==> src/periph_pkg.sv <==
`default_nettype none

package periph_pkg;

    // Bus geometry
    localparam int ADDR_W = 8;
    localparam int DATA_W = 32;
    localparam int LED_W  = 8;

    // ------------------------------------------------------------------
    // Register map, byte offsets of 32-bit words
    // ------------------------------------------------------------------
    localparam logic [ADDR_W-1:0] LED_OFS      = 8'h00; // R/W
    localparam logic [ADDR_W-1:0] DIP_OFS      = 8'h04; // RO
    localparam logic [ADDR_W-1:0] RNG_DATA_OFS = 8'h08; // Read pops
    localparam logic [ADDR_W-1:0] RNG_STAT_OFS = 8'h0C; // Write clears underflow
    localparam logic [ADDR_W-1:0] CTRL_OFS     = 8'h10;

    // CTRL bit positions
    localparam int CTRL_SAMPLE_BIT = 0;
    localparam int CTRL_IRQ_BIT    = 1;

    localparam logic [DATA_W-1:0] UNMAPPED_RDATA = 32'hDEAD_BEEF;
    localparam logic [DATA_W-1:0] LFSR_POLY      = 32'hA300_0000; // Galois taps

    // AXI response codes
    typedef enum logic [1:0] {
        RESP_OKAY   = 2'd0,
        RESP_SLVERR = 2'd2
    } resp_e;

    // Single-cycle access issued to the register block
    typedef enum logic [1:0] {
        OP_NONE  = 2'd0,
        OP_READ  = 2'd1,
        OP_WRITE = 2'd2
    } bus_op_e;

    typedef enum logic [1:0] {
        ST_IDLE  = 2'd0,
        ST_WRESP = 2'd1,
        ST_RDATA = 2'd2
    } fsm_state_e;

endpackage

`default_nettype wire

==> src/sample_timer.sv <==
`timescale 1ns/1ps
`default_nettype none

module sample_timer #(
    parameter int SAMPLE_PERIOD = 16
) (
    input  logic clk_i,
    input  logic rst_i,
    input  logic enable_i,
    output logic tick_o
);

    localparam int CNT_W = (SAMPLE_PERIOD > 1) ? $clog2(SAMPLE_PERIOD) : 1;
    localparam logic [CNT_W-1:0] LAST = CNT_W'(SAMPLE_PERIOD - 1);

    logic [CNT_W-1:0] cnt_q;

    always_ff @(posedge clk_i) begin
        if (rst_i || !enable_i) begin
            cnt_q <= '0; // Restart on every disable
        end else if (cnt_q == LAST) begin
            cnt_q <= '0;
        end else begin
            cnt_q <= cnt_q + 1'b1;
        end
    end

    assign tick_o = enable_i && (cnt_q == LAST);

    // A tick needs sampling switched on in the cycle before
    a_tick_needs_enable: assert property (
        @(posedge clk_i) disable iff (rst_i)
        tick_o && (SAMPLE_PERIOD > 1) |-> $past(enable_i)
    );

endmodule

`default_nettype wire

==> src/rng_fifo.sv <==
`timescale 1ns/1ps
`default_nettype none

module rng_fifo #(
    parameter int                            FIFO_DEPTH = 8,
    parameter logic [periph_pkg::DATA_W-1:0] LFSR_SEED  = 32'h1ACE_B00C
) (
    input  logic                            clk_i,
    input  logic                            rst_i,
    input  logic                            tick_i,
    input  logic                            pop_i,
    input  logic                            clear_underflow_i,
    output logic [periph_pkg::DATA_W-1:0]   head_o,
    output logic [$clog2(FIFO_DEPTH):0]     count_o,
    output logic                            full_o,
    output logic                            empty_o,
    output logic                            underflow_o
);

    import periph_pkg::*;

    localparam int PTR_W = $clog2(FIFO_DEPTH);

    logic [DATA_W-1:0]         lfsr_q;
    logic [DATA_W-1:0]         lfsr_next;
    logic [DATA_W-1:0]         mem_q [FIFO_DEPTH];
    logic [PTR_W-1:0]          wr_ptr_q;
    logic [PTR_W-1:0]          rd_ptr_q;
    logic [PTR_W:0]            count_q;
    logic                      underflow_q;
    logic                      push;
    logic                      pop_ok;

    // ------------------------------------------------------------------
    // Entropy source
    // ------------------------------------------------------------------
    // Right shift, fold taps back in when a one drops out
    assign lfsr_next = {1'b0, lfsr_q[DATA_W-1:1]} ^ (lfsr_q[0] ? LFSR_POLY : '0);

    assign push   = tick_i && !full_o;
    assign pop_ok = pop_i && !empty_o;

    always_ff @(posedge clk_i) begin
        if (rst_i) begin
            lfsr_q <= LFSR_SEED;
        end else if (push) begin
            lfsr_q <= lfsr_next; // Step only once the state is stored
        end
    end

    // ------------------------------------------------------------------
    // Sample storage
    // ------------------------------------------------------------------
    always_ff @(posedge clk_i) begin
        if (push) begin
            mem_q[wr_ptr_q] <= lfsr_q;
        end
    end

    always_ff @(posedge clk_i) begin
        if (rst_i) begin
            wr_ptr_q    <= '0;
            rd_ptr_q    <= '0;
            count_q     <= '0;
            underflow_q <= 1'b0;
        end else begin
            if (push) begin
                wr_ptr_q <= wr_ptr_q + 1'b1; // Depth is a power of two
            end
            if (pop_ok) begin
                rd_ptr_q <= rd_ptr_q + 1'b1;
            end
            case ({push, pop_ok})
                2'b10:   count_q <= count_q + 1'b1;
                2'b01:   count_q <= count_q - 1'b1;
                default: count_q <= count_q; // Idle or push and pop together
            endcase
            // Sticky until software clears it
            if (pop_i && empty_o) begin
                underflow_q <= 1'b1;
            end else if (clear_underflow_i) begin
                underflow_q <= 1'b0;
            end
        end
    end

    assign head_o      = mem_q[rd_ptr_q];
    assign count_o     = count_q;
    assign full_o      = (count_q == FIFO_DEPTH[PTR_W:0]);
    assign empty_o     = (count_q == '0);
    assign underflow_o = underflow_q;

    a_count_bound: assert property (
        @(posedge clk_i) disable iff (rst_i)
        count_q <= FIFO_DEPTH
    );

endmodule

`default_nettype wire

==> src/periph_regs.sv <==
`timescale 1ns/1ps
`default_nettype none

module periph_regs #(
    parameter int FIFO_DEPTH = 8
) (
    input  logic                          clk_i,
    input  logic                          rst_i,
    input  periph_pkg::bus_op_e           bus_op_i,
    input  logic [periph_pkg::ADDR_W-1:0] bus_addr_i,
    input  logic [periph_pkg::DATA_W-1:0] bus_wdata_i,
    output logic [periph_pkg::DATA_W-1:0] bus_rdata_o,
    output periph_pkg::resp_e             bus_resp_o,
    input  logic [periph_pkg::LED_W-1:0]  dip_switches_i,
    output logic [periph_pkg::LED_W-1:0]  leds_o,
    output logic                          irq_o,
    output logic                          sample_en_o,
    output logic                          pop_o,
    output logic                          clear_underflow_o,
    input  logic [periph_pkg::DATA_W-1:0] head_i,
    input  logic [$clog2(FIFO_DEPTH):0]   count_i,
    input  logic                          full_i,
    input  logic                          empty_i,
    input  logic                          underflow_i
);

    import periph_pkg::*;

    localparam int CNT_W = $clog2(FIFO_DEPTH) + 1;

    logic [LED_W-1:0]  led_q;
    logic              sample_en_q;
    logic              irq_en_q;
    logic              irq_q;
    logic [DATA_W-1:0] rd_word;
    logic              mapped;   // Offset exists
    logic              writable; // Offset accepts writes
    logic              rd_en;
    logic              wr_en;

    assign rd_en = (bus_op_i == OP_READ);
    assign wr_en = (bus_op_i == OP_WRITE);

    // ------------------------------------------------------------------
    // Decode and read mux
    // ------------------------------------------------------------------
    always_comb begin
        rd_word  = UNMAPPED_RDATA;
        mapped   = 1'b1;
        writable = 1'b0;
        case (bus_addr_i)
            LED_OFS: begin
                rd_word  = {{(DATA_W-LED_W){1'b0}}, led_q};
                writable = 1'b1;
            end
            DIP_OFS:      rd_word = {{(DATA_W-LED_W){1'b0}}, dip_switches_i};
            RNG_DATA_OFS: rd_word = empty_i ? '0 : head_i;
            RNG_STAT_OFS: begin
                // Flags on top, fill count at the bottom
                rd_word  = {full_i, empty_i, underflow_i, {(DATA_W-3-CNT_W){1'b0}}, count_i};
                writable = 1'b1;
            end
            CTRL_OFS: begin
                rd_word                  = '0;
                rd_word[CTRL_SAMPLE_BIT] = sample_en_q;
                rd_word[CTRL_IRQ_BIT]    = irq_en_q;
                writable                 = 1'b1;
            end
            default: mapped = 1'b0;
        endcase
    end

    assign bus_rdata_o = rd_word;
    assign bus_resp_o  = ((rd_en && !mapped) || (wr_en && !writable)) ? RESP_SLVERR : RESP_OKAY;

    // Side effects on the FIFO
    assign pop_o             = rd_en && (bus_addr_i == RNG_DATA_OFS);
    assign clear_underflow_o = wr_en && (bus_addr_i == RNG_STAT_OFS);

    // ------------------------------------------------------------------
    // Writable registers and interrupt
    // ------------------------------------------------------------------
    always_ff @(posedge clk_i) begin
        if (rst_i) begin
            led_q       <= '0;
            sample_en_q <= 1'b0;
            irq_en_q    <= 1'b0;
            irq_q       <= 1'b0;
        end else begin
            if (wr_en && bus_addr_i == LED_OFS) begin
                led_q <= bus_wdata_i[LED_W-1:0];
            end
            if (wr_en && bus_addr_i == CTRL_OFS) begin
                sample_en_q <= bus_wdata_i[CTRL_SAMPLE_BIT];
                irq_en_q    <= bus_wdata_i[CTRL_IRQ_BIT];
            end
            irq_q <= irq_en_q && !empty_i; // Level, data waiting
        end
    end

    assign leds_o      = led_q;
    assign sample_en_o = sample_en_q;
    assign irq_o       = irq_q;

endmodule

`default_nettype wire

==> src/axil_slave_fsm.sv <==
`timescale 1ns/1ps
`default_nettype none

module axil_slave_fsm (
    input  logic                              clk_i,
    input  logic                              rst_i,
    // Write address and data
    input  logic                              aw_valid_i,
    output logic                              aw_ready_o,
    input  logic [periph_pkg::ADDR_W-1:0]     aw_addr_i,
    input  logic                              w_valid_i,
    output logic                              w_ready_o,
    input  logic [periph_pkg::DATA_W-1:0]     w_data_i,
    input  logic [periph_pkg::DATA_W/8-1:0]   w_strb_i,
    // Write response
    output logic                              b_valid_o,
    input  logic                              b_ready_i,
    output periph_pkg::resp_e                 b_resp_o,
    // Read address and data
    input  logic                              ar_valid_i,
    output logic                              ar_ready_o,
    input  logic [periph_pkg::ADDR_W-1:0]     ar_addr_i,
    output logic                              r_valid_o,
    input  logic                              r_ready_i,
    output logic [periph_pkg::DATA_W-1:0]     r_data_o,
    output periph_pkg::resp_e                 r_resp_o,
    // Register block side
    output periph_pkg::bus_op_e               bus_op_o,
    output logic [periph_pkg::ADDR_W-1:0]     bus_addr_o,
    output logic [periph_pkg::DATA_W-1:0]     bus_wdata_o,
    input  logic [periph_pkg::DATA_W-1:0]     bus_rdata_i,
    input  periph_pkg::resp_e                 bus_resp_i
);

    import periph_pkg::*;

    fsm_state_e        state_q;
    logic              wr_accept;
    logic              rd_accept;
    logic [DATA_W-1:0] r_data_q;
    resp_e             r_resp_q;
    resp_e             b_resp_q;

    // ------------------------------------------------------------------
    // Acceptance, writes win over reads
    // ------------------------------------------------------------------
    assign wr_accept = (state_q == ST_IDLE) && aw_valid_i && w_valid_i;
    assign rd_accept = (state_q == ST_IDLE) && !(aw_valid_i && w_valid_i) && ar_valid_i;

    assign aw_ready_o = wr_accept;
    assign w_ready_o  = wr_accept;
    assign ar_ready_o = rd_accept;

    always_comb begin
        bus_op_o = OP_NONE;
        if (wr_accept) begin
            bus_op_o = OP_WRITE;
        end else if (rd_accept) begin
            bus_op_o = OP_READ;
        end
    end

    assign bus_addr_o  = wr_accept ? aw_addr_i : ar_addr_i;
    assign bus_wdata_o = w_data_i;

    always_ff @(posedge clk_i) begin
        if (rst_i) begin
            state_q <= ST_IDLE;
        end else begin
            case (state_q)
                ST_IDLE: begin
                    if (wr_accept) begin
                        state_q <= ST_WRESP;
                    end else if (rd_accept) begin
                        state_q <= ST_RDATA;
                    end
                end
                ST_WRESP: if (b_ready_i) state_q <= ST_IDLE;
                ST_RDATA: if (r_ready_i) state_q <= ST_IDLE;
                default:  state_q <= ST_IDLE;
            endcase
        end
    end

    // Capture the register block answer on the acceptance cycle
    always_ff @(posedge clk_i) begin
        if (wr_accept) begin
            b_resp_q <= bus_resp_i;
        end
        if (rd_accept) begin
            r_data_q <= bus_rdata_i;
            r_resp_q <= bus_resp_i;
        end
    end

    assign b_valid_o = (state_q == ST_WRESP);
    assign b_resp_o  = b_resp_q;
    assign r_valid_o = (state_q == ST_RDATA);
    assign r_data_o  = r_data_q;
    assign r_resp_o  = r_resp_q;

    // ------------------------------------------------------------------
    // Protocol checks
    // ------------------------------------------------------------------
    a_b_hold: assert property (
        @(posedge clk_i) disable iff (rst_i)
        b_valid_o && !b_ready_i |=> b_valid_o && $stable(b_resp_o)
    );

    a_r_hold: assert property (
        @(posedge clk_i) disable iff (rst_i)
        r_valid_o && !r_ready_i |=> r_valid_o && $stable(r_data_o) && $stable(r_resp_o)
    );

    // Each op lasts one cycle and is followed by exactly one response
    a_one_in_flight: assert property (
        @(posedge clk_i) disable iff (rst_i)
        (bus_op_o != OP_NONE) |=> (bus_op_o == OP_NONE) && (b_valid_o ^ r_valid_o)
    );

    // Only full-word writes are supported
    a_full_word: assert property (
        @(posedge clk_i) disable iff (rst_i)
        wr_accept |-> &w_strb_i
    );

endmodule

`default_nettype wire

==> src/periph_top.sv <==
`timescale 1ns/1ps
`default_nettype none

module periph_top #(
    parameter int                            FIFO_DEPTH    = 8,
    parameter int                            SAMPLE_PERIOD = 16,
    parameter logic [periph_pkg::DATA_W-1:0] LFSR_SEED     = 32'h1ACE_B00C
) (
    input  logic                            clk_i,
    input  logic                            rst_i,
    input  logic                            aw_valid_i,
    output logic                            aw_ready_o,
    input  logic [periph_pkg::ADDR_W-1:0]   aw_addr_i,
    input  logic                            w_valid_i,
    output logic                            w_ready_o,
    input  logic [periph_pkg::DATA_W-1:0]   w_data_i,
    input  logic [periph_pkg::DATA_W/8-1:0] w_strb_i,
    output logic                            b_valid_o,
    input  logic                            b_ready_i,
    output periph_pkg::resp_e               b_resp_o,
    input  logic                            ar_valid_i,
    output logic                            ar_ready_o,
    input  logic [periph_pkg::ADDR_W-1:0]   ar_addr_i,
    output logic                            r_valid_o,
    input  logic                            r_ready_i,
    output logic [periph_pkg::DATA_W-1:0]   r_data_o,
    output periph_pkg::resp_e               r_resp_o,
    input  logic [periph_pkg::LED_W-1:0]    dip_switches_i,
    output logic [periph_pkg::LED_W-1:0]    leds_o,
    output logic                            irq_o
);

    import periph_pkg::*;

    bus_op_e                   bus_op;
    logic [ADDR_W-1:0]         bus_addr;
    logic [DATA_W-1:0]         bus_wdata;
    logic [DATA_W-1:0]         bus_rdata;
    resp_e                     bus_resp;
    logic                      sample_en;
    logic                      tick;
    logic                      pop;
    logic                      clear_underflow;
    logic [DATA_W-1:0]         head;
    logic [$clog2(FIFO_DEPTH):0] count;
    logic                      full;
    logic                      empty;
    logic                      underflow;

    // ------------------------------------------------------------------
    // Bus front end and register block
    // ------------------------------------------------------------------
    axil_slave_fsm u_axil_slave_fsm (
        .clk_i, .rst_i,
        .aw_valid_i, .aw_ready_o, .aw_addr_i,
        .w_valid_i, .w_ready_o, .w_data_i, .w_strb_i,
        .b_valid_o, .b_ready_i, .b_resp_o,
        .ar_valid_i, .ar_ready_o, .ar_addr_i,
        .r_valid_o, .r_ready_i, .r_data_o, .r_resp_o,
        .bus_op_o    (bus_op),
        .bus_addr_o  (bus_addr),
        .bus_wdata_o (bus_wdata),
        .bus_rdata_i (bus_rdata),
        .bus_resp_i  (bus_resp)
    );

    periph_regs #(.FIFO_DEPTH(FIFO_DEPTH)) u_periph_regs (
        .clk_i, .rst_i,
        .bus_op_i          (bus_op),
        .bus_addr_i        (bus_addr),
        .bus_wdata_i       (bus_wdata),
        .bus_rdata_o       (bus_rdata),
        .bus_resp_o        (bus_resp),
        .dip_switches_i, .leds_o, .irq_o,
        .sample_en_o       (sample_en),
        .pop_o             (pop),
        .clear_underflow_o (clear_underflow),
        .head_i            (head),
        .count_i           (count),
        .full_i            (full),
        .empty_i           (empty),
        .underflow_i       (underflow)
    );

    // Random number path
    sample_timer #(.SAMPLE_PERIOD(SAMPLE_PERIOD)) u_sample_timer (
        .clk_i, .rst_i,
        .enable_i (sample_en),
        .tick_o   (tick)
    );

    rng_fifo #(
        .FIFO_DEPTH (FIFO_DEPTH),
        .LFSR_SEED  (LFSR_SEED)
    ) u_rng_fifo (
        .clk_i, .rst_i,
        .tick_i            (tick),
        .pop_i             (pop),
        .clear_underflow_i (clear_underflow),
        .head_o            (head),
        .count_o           (count),
        .full_o            (full),
        .empty_o           (empty),
        .underflow_o       (underflow)
    );

endmodule

`default_nettype wire

==> config.mk <==
export PLATFORM = sky130hd
export DESIGN_NAME = periph_top
export DESIGN_NICKNAME = d
export VERILOG_FILES = /design/src/periph_pkg.sv /design/src/sample_timer.sv /design/src/rng_fifo.sv /design/src/periph_regs.sv /design/src/axil_slave_fsm.sv /design/src/periph_top.sv
export SDC_FILE = /design/constraint.sdc
export NUM_CORES = 1
export LEC_CHECK = 0
export BUFFER_PORTS_ARGS = -buffer_cell sky130_fd_sc_hd__buf_2
export CAP_MARGIN = 30
export CORE_MARGIN = 4
export CORE_UTILIZATION = 55
export CTS_BUF_LIST = sky130_fd_sc_hd__clkbuf_8
export DETAILED_ROUTE_END_ITERATION = 8
export MAX_ROUTING_LAYER = met4
export PLACE_DENSITY = 0.79
export SYNTH_ARGS = -nofsm -noshare
export SYNTH_HDL_FRONTEND = slang
export SYNTH_SLANG_ARGS = --single-unit
==> constraint.sdc <==
create_clock -name clk_i -period 6.8 [get_ports clk_i]
set_input_delay 0.68 -clock clk_i [delete_from_list [all_inputs] [get_ports clk_i]]
set_output_delay 0.68 -clock clk_i [all_outputs]
set_load 0.05 [all_outputs]
==> results.yml, run 1 <==
outcome:
  status: "finished, final reports clean"
logic_synthesis:
  synth.area.top_cells: "edfxtp_1 (64%), mux4_2 (11%), dfxtp_1 (9.2%)"
  yosys_warnings: 0
  ys_async_sr_fraction_pct: 0
  ys_ff_latch: 353
  syn_area_um2: 13600
  syn_area_per_cell_um2: 17.2
  ys_seq_area_share_pct: 73.1
  synthCells: 794
  synth_top_area_share_pct: 63.8
  ys_types: 54
  yosysTopAreaCell: "edfxtp_1"
  yosys_most_used_dff: "edfxtp_1"
  synth-edff-count: 290
clocking:
  clock-sinks: 353
  clk_pin_slew_ps: 70
  cts_tree: "yes"
  insertion_delay_ps: 600
  clockRootBuffer: "clkbuf_8"
  clockBufferDepth: 3
  ctsHoldBuffers: 0
  htreeDepth: 2
  numCtsBuffers: 54
  cts_resized: 0
  cts_setup_buffers: 0
timing:
  clock-skew-final_ps: 19.4
  fmax_ghz: 0.283
  finalSetupViolations: 0
  fin_crit_sh_pct: 52.1
  rsz0062_at_grt: "false"
  setup-tns-final_ps: 0
  slew_headroom_pct: 37.8
  tightest_slew_ps: 932
  slew_viol_final: 0
  finalHoldViolations: 0
  min_period_ps: 3540
  holdWs_ps: 329
route:
  antenna_left: 0
  wire_per_inst_um: 21.0
  finalWirelength_um: 27000
  dr_total_vias: 7389
  via_per_inst: 5.75
  dr.pass1.iters: 5
  drt_iter0_drc: 612
  drc: 0
worst_hold_path:
  worstHoldEndpoint: "u_periph_regs.leds_o[6]"
  hold_path_class: "in2reg"
  hold_path_depth: 3
  worstHoldStart: "w_data_i[6]"
critical_path:
  rr_startpoint: "u_axil_slave_fsm.state_q[0]"
  path_delay_family: "simple AND/OR/NAND/NOR gates"
  cp_max_fo: 14
  ff2ff_setup_slack_ps: 3260
  crit_chain: "nand4bb_1 > or3_4 > a211oi_1 > ha_1 > a21o_1 > a22oi_1 > or2_2 > a31oi_1 > mux2_2"
  crit_path_max_incr_delay_ps: 610
  reg2regPathDepth: 9
  cp_num_buf_inv: 0
  worstSetupPathType: "reg2reg"
  arrival_ps: 4010
  crit_slowest_cell: "or3_4"
  start_kind: "flip-flop"
  crit_path_end_kind: "flip-flop"
  worstPathRequired_ps: 7270
  timing.rr.end: "u_rng_fifo.count_o[3]"
floorplanning:
  fp-row-count: 57
  fp.dieH_um: 166
  die_w_um: 166
  initial_core_util_pct: 55.9
  die_area_um2: 27400
  core_um2: 24400
  io_pins: 117
final_layout:
  drive_gt1_share_pct: 28.5
  nNetsFinal: 987
  syn_to_final_growth_pct: 14.0
  n_antenna_cell: 0
grt:
  grt_pass1_vias: 7660
  grt_max_degree: 65
  grt_pass1_wl_um: 42800
  grt.overflow.total: 0
  track_usage_pct: 21.3
  antenna_found_initial: 0
pwr:
  max-vdd-ir-drop_mv: 0.162
  leakage_nw: 5.29
  power_density_nw_per_um2: 259
placed_design:
  portBuffers: 86
  dpl.hpwl_um: 15800
  gp_congestion: 0.785
run:
  drv_cap: 0
-- cells in the mapped netlist (6+ instances only) --
cell type  number
mux2i_1        44
a21oi_1        28
buf_2           8
mux4_2         64
nor2_1         34
edfxtp_1      290
nand4_1         7
nand2_1        84
buf_1           8
nand3b_1       13
o21ai_0        23
clkbuf_1       25
ha_1            6
nand3_1         8
dfxtp_1        63
xnor2_1         6
nor3_1          7
-- placed cells by master, fill, tap and decap left out, types with 3 or more instances in the layout --
master      Yosys  layout
edfxtp_1      290     290
buf_2           8      86
nand2_1        84      84
mux4_2         64      64
dfxtp_1        63      60
clkbuf_8        0      58
mux2i_1        44      44
nor2_1         34      33
a21oi_1        28      27
o21ai_0        23      23
buf_4           3      19
clkinv_2        0      15
inv_1           5      14
nand3b_1       13      13
clkinv_1        0      13
nand3_1         8       8
nand4_1         7       7
xnor2_1         6       6
ha_1            6       6
nor3_1          7       5
or3_1           5       5
xor2_1          5       5
nor2b_1         4       4
o211ai_1        4       4
clkinvlp_4      0       4
o2111ai_1       3       3
a211oi_1        3       3
nand2b_1        3       3
-- state kept, by name, indices dropped and copies added, names as in the netlist, named ones only --
signal and count:
u_periph_regs.sample_en_o 1, u_periph_regs.irq_en_q 1, u_rng_fifo.wr_ptr_q 3, u_rng_fifo.mem_q 256, u_periph_regs.leds_o 8, u_axil_slave_fsm.b_resp_o 1, u_sample_timer.cnt_q 4, u_rng_fifo.rd_ptr_q 3
u_axil_slave_fsm.state_q 2, u_axil_slave_fsm.r_data_o 32, u_axil_slave_fsm.r_resp_o 1, u_rng_fifo.count_o 4, u_periph_regs.irq_o 1, u_rng_fifo.underflow_o 1, u_rng_fifo.lfsr_q 32
-- per-stage QoR --
stage                     util (%)  cells  worst slack (ps)  power, mW  cell area [µm²]
after CTS                     63.8   1284              3280       4.06            15600
final                         63.8   1284              3260       4.02            15600
after global placement        59.5   1180              3000       2.45            14500
after detailed placement      59.6   1182              2930       2.46            14500
after floorplan                  -    795              1950       2.43            13600
after global routing          63.8   1284              2970       4.18            15600
-- layer usage --
layer | vias up | part of all wire, % | GRT usage [%]
li1 | 3355 | - | -
met1 | 3737 | 42 | 28.4
met2 | 244 | 50 | 33.4
met3 | 53 | 5.6 | 3.82
met4 | 0 | 2.7 | 7.87
met5 | - | 0 | -
-- power by group --
| part | switching [mW] | leakage (nW) | internal [mW] |
|---|---|---|---|
| logic | 0.0684 | 1.32 | 0.0215 |
| clock network | 0.810 | 0.563 | 0.801 |
| registers | 0.00254 | 3.40 | 2.32 |
-- layout make-up --
cell class	instances	area [µm²]
flip-flops and latches	353	9980
fillers	1711	8840
multi-input cells	392	3530
clock buffers	58	798
repair buffers	107	604
well taps	324	405
clock inverters	44	219
inverters	6	22.5
-- tightest hold or removal path: stages --
cell,delay (ps)
buf_2,70
mux2i_1,50
nor2_1,70
-- worst max path at each step --
stage	startpoint	end	slack (ps)	cells after the start
final	u_axil_slave_fsm.state_q[0]	u_rng_fifo.count_o[3]	3260	9
after detailed placement	aw_valid_i	u_rng_fifo.count_o[3]	2930	10
after floorplan	u_rng_fifo.count_o[1]	u_rng_fifo.mem_q[2][0]	1950	5
after global placement	aw_valid_i	u_rng_fifo.count_o[3]	3000	10
after global routing	u_axil_slave_fsm.state_q[0]	u_rng_fifo.count_o[3]	2970	9
after CTS	u_axil_slave_fsm.state_q[0]	u_rng_fifo.count_o[3]	3280	9
-- cell families (layout without fill, tap and decap cells) --
| logic type | count (synthesis) | in the layout | synth area share (%) |
|---|---|---|---|
| flops | 353 | 353 | 73.1 |
| simple gates | 184 | 184 | 6.61 |
| mux | 109 | 109 | 13.9 |
| compound gates | 80 | 80 | 3.64 |
| buf+inv | 50 | 215 | 1.53 |
| xor+xnor | 11 | 11 | 0.706 |
| fa+ha+maj | 6 | 6 | 0.550 |
| other cells | 1 | 2 | 0.0275 |
No activity file was read; power rests on OpenSTA's default activity.
==> run 2, diff against run 1 <==
PLACE_DENSITY = 0.82   (was 0.79)
clock period = 3.2 ns   (was 6.8 ns; I/O delays follow)
==> run 2 against run 1 <==
Net effect:
- sequential power is 110% higher
- highest routed layer unchanged
- cell area up 1.5%
- cell count up 1.4%
- clock skew rose by 14 ps
- die area did not move
- global-route usage shrank 0.11 points
- utilization up 0.98 points
==> results.yml, run 2 (synthesis results as in run 1) <==
placed_design:
  dpl.hpwl_um: 17000
  gp_congestion: 0.787
  place_area_um2: 14700
  dp_cells: 1200
  portBuffers: 86
final_layout:
  final_common_cell: "edfxtp_1"
  seq_area_um2: 9980
  syn_to_final_growth_pct: 15.7
  utilization_pct: 64.7
  multi_input_area_um2: 3550
  final_cell_mix: "edfxtp_1 (290), buf_2 (86), nand2_1 (84)"
  top_register: "u_rng_fifo.mem_q"
  n_fill_cell: 1626
  fin_area_um2: 15800
  nNetsFinal: 1011
  instances_no_fill: 1302
  drive_gt1_share_pct: 28.7
  largest_reg_flops: 256
  n_antenna_cell: 0
critical_path:
  crit_path_start: "u_axil_slave_fsm.state_q[0]"
  start_kind: "flip-flop"
  crit_path_end: "u_rng_fifo.count_o[2]"
  rr_startpoint: "u_axil_slave_fsm.state_q[0]"
  arrival_ps: 3420
  timing.rr.end: "u_rng_fifo.count_o[2]"
  ff2ff_setup_slack_ps: 270
  worstPathRequired_ps: 3690
  crit_slowest_cell: "or3_4"
  worstSetupPathType: "reg2reg"
  crit_path_end_kind: "flip-flop"
  crit_path_max_incr_delay_ps: 460
  reg2regPathDepth: 10
  crit_chain: "nand4bb_1 > or3_4 > a211oi_1 > ha_1 > xor2_1 > ha_1 > a21oi_1 > xor2_1 > or3_1 > a21oi_1"
  cp_max_fo: 6
timing:
  clock-skew-final_ps: 33.7
  slew_viol_final: 0
  holdWs_ps: 44.1
  slew_headroom_pct: 50.5
  finalHoldViolations: 0
  min_period_ps: 2930
  fin_crit_sh_pct: 91.7
  finalSetupViolations: 0
  tightest_slew_ps: 743
  rsz0062_at_grt: "false"
  fmax_ghz: 0.341
route:
  via_per_inst: 5.71
  dr.pass1.iters: 5
  antenna_left: 0
  drt_iter0_drc: 806
  finalWirelength_um: 27300
  drc: 0
  dr_total_vias: 7436
  wire_per_inst_um: 21.0
pwr:
  max-vdd-ir-drop_mv: 0.294
  power_density_nw_per_um2: 545
  power.total_mw: 8.60
  leakage_nw: 5.44
clocking:
  clock-sinks: 353
  numCtsBuffers: 52
  htreeDepth: 2
  clockBufferDepth: 3
  insertion_delay_ps: 590
  cts_resized: 0
  cts_tree: "yes"
  clockRootBuffer: "clkbuf_8"
  clk_pin_slew_ps: 60
floorplanning:
  fp.dieH_um: 166
  die_w_um: 166
  initial_core_util_pct: 55.9
  fp-row-count: 57
  die_area_um2: 27400
  core_um2: 24400
  io_pins: 117
worst_hold_path:
  hold_path_class: "in2reg"
grt:
  grt_pass1_vias: 7584
  grt_max_degree: 38
  antenna_found_initial: 0
  track_usage_pct: 21.2
  grt_pass1_wl_um: 42400
  grt.overflow.total: 0
outcome:
  status: "finished, final reports clean"
run:
  drv_cap: 0
==> run 2: cell type report <==
cell class                 count  area share, %
multi-input combinational    392           22.5
inverter                       6          0.143
clock buffer                  60           5.23
timing repair buffer         133           5.09
clock inverter                34           1.30
sequential                   353           63.2
tap                          324           2.57
==> run 2: per-layer routing <==
| layer | GRT usage, % | up-vias | routed length [µm] | part of all wire [%] |
|---|---|---|---|---|
| li1 | - | 3405 | - | - |
| met1 | 27.3 | 3763 | 10900 | 40 |
| met2 | 34.9 | 219 | 14200 | 52 |
| met3 | 3.70 | 49 | 1520 | 5.6 |
| met4 | 6.67 | 0 | 646 | 2.4 |
| met5 | - | - | 0 | 0 |
==> run 2: repair_timing <==
item / in CTS / in global routing
hold buffers: 8 / 0
buffers inserted: 0 / 0
endpoints found under the hold margin: 9 / 0
==> run 2: worst min path at each step <==
| stage | startpoint | endpoint | slack [ps] | cells after the start |
|---|---|---|---|---|
| finish | b_ready_i | u_axil_slave_fsm.state_q[0] | 40 | 3 |
| floorplan | u_sample_timer.cnt_q[0] | u_sample_timer.cnt_q[0] | 420 | 1 |
| CTS | b_ready_i | u_axil_slave_fsm.state_q[0] | 20 | 3 |
| detailed placement | u_sample_timer.cnt_q[0] | u_sample_timer.cnt_q[0] | 440 | 1 |
| global placement | u_sample_timer.cnt_q[0] | u_sample_timer.cnt_q[0] | 430 | 1 |
| global route | r_ready_i | u_axil_slave_fsm.state_q[1] | 30 | 3 |
==> run 2: stage by stage <==
step	TNS [ps]	setup slack, ps
2_1_floorplan	-117930	-977
6_report	0	267
5_1_grt	0	52.1
4_1_cts	0	287
3_3_place_gp	-1.15	-1.08
3_5_place_dp	-121	-64.1
==> run 2: worst max-delay path, delay by kind of cell, from the launching register on <==
kind	cells	cell delay [ps]
AND/OR/NAND/NOR	3	1030
AO/OA/AOI/OAI	3	630
adder cells (fa/ha/maj)	2	540
XOR/XNOR	2	340
flip-flops	1	330
==> run 2: power by group <==
| group | switching [mW] | internal, mW |
|---|---|---|
| clock | 1.60 | 1.87 |
| sequential | 0.00503 | 4.93 |
| combinational | 0.148 | 0.0555 |
| total | 1.75 | 6.85 |
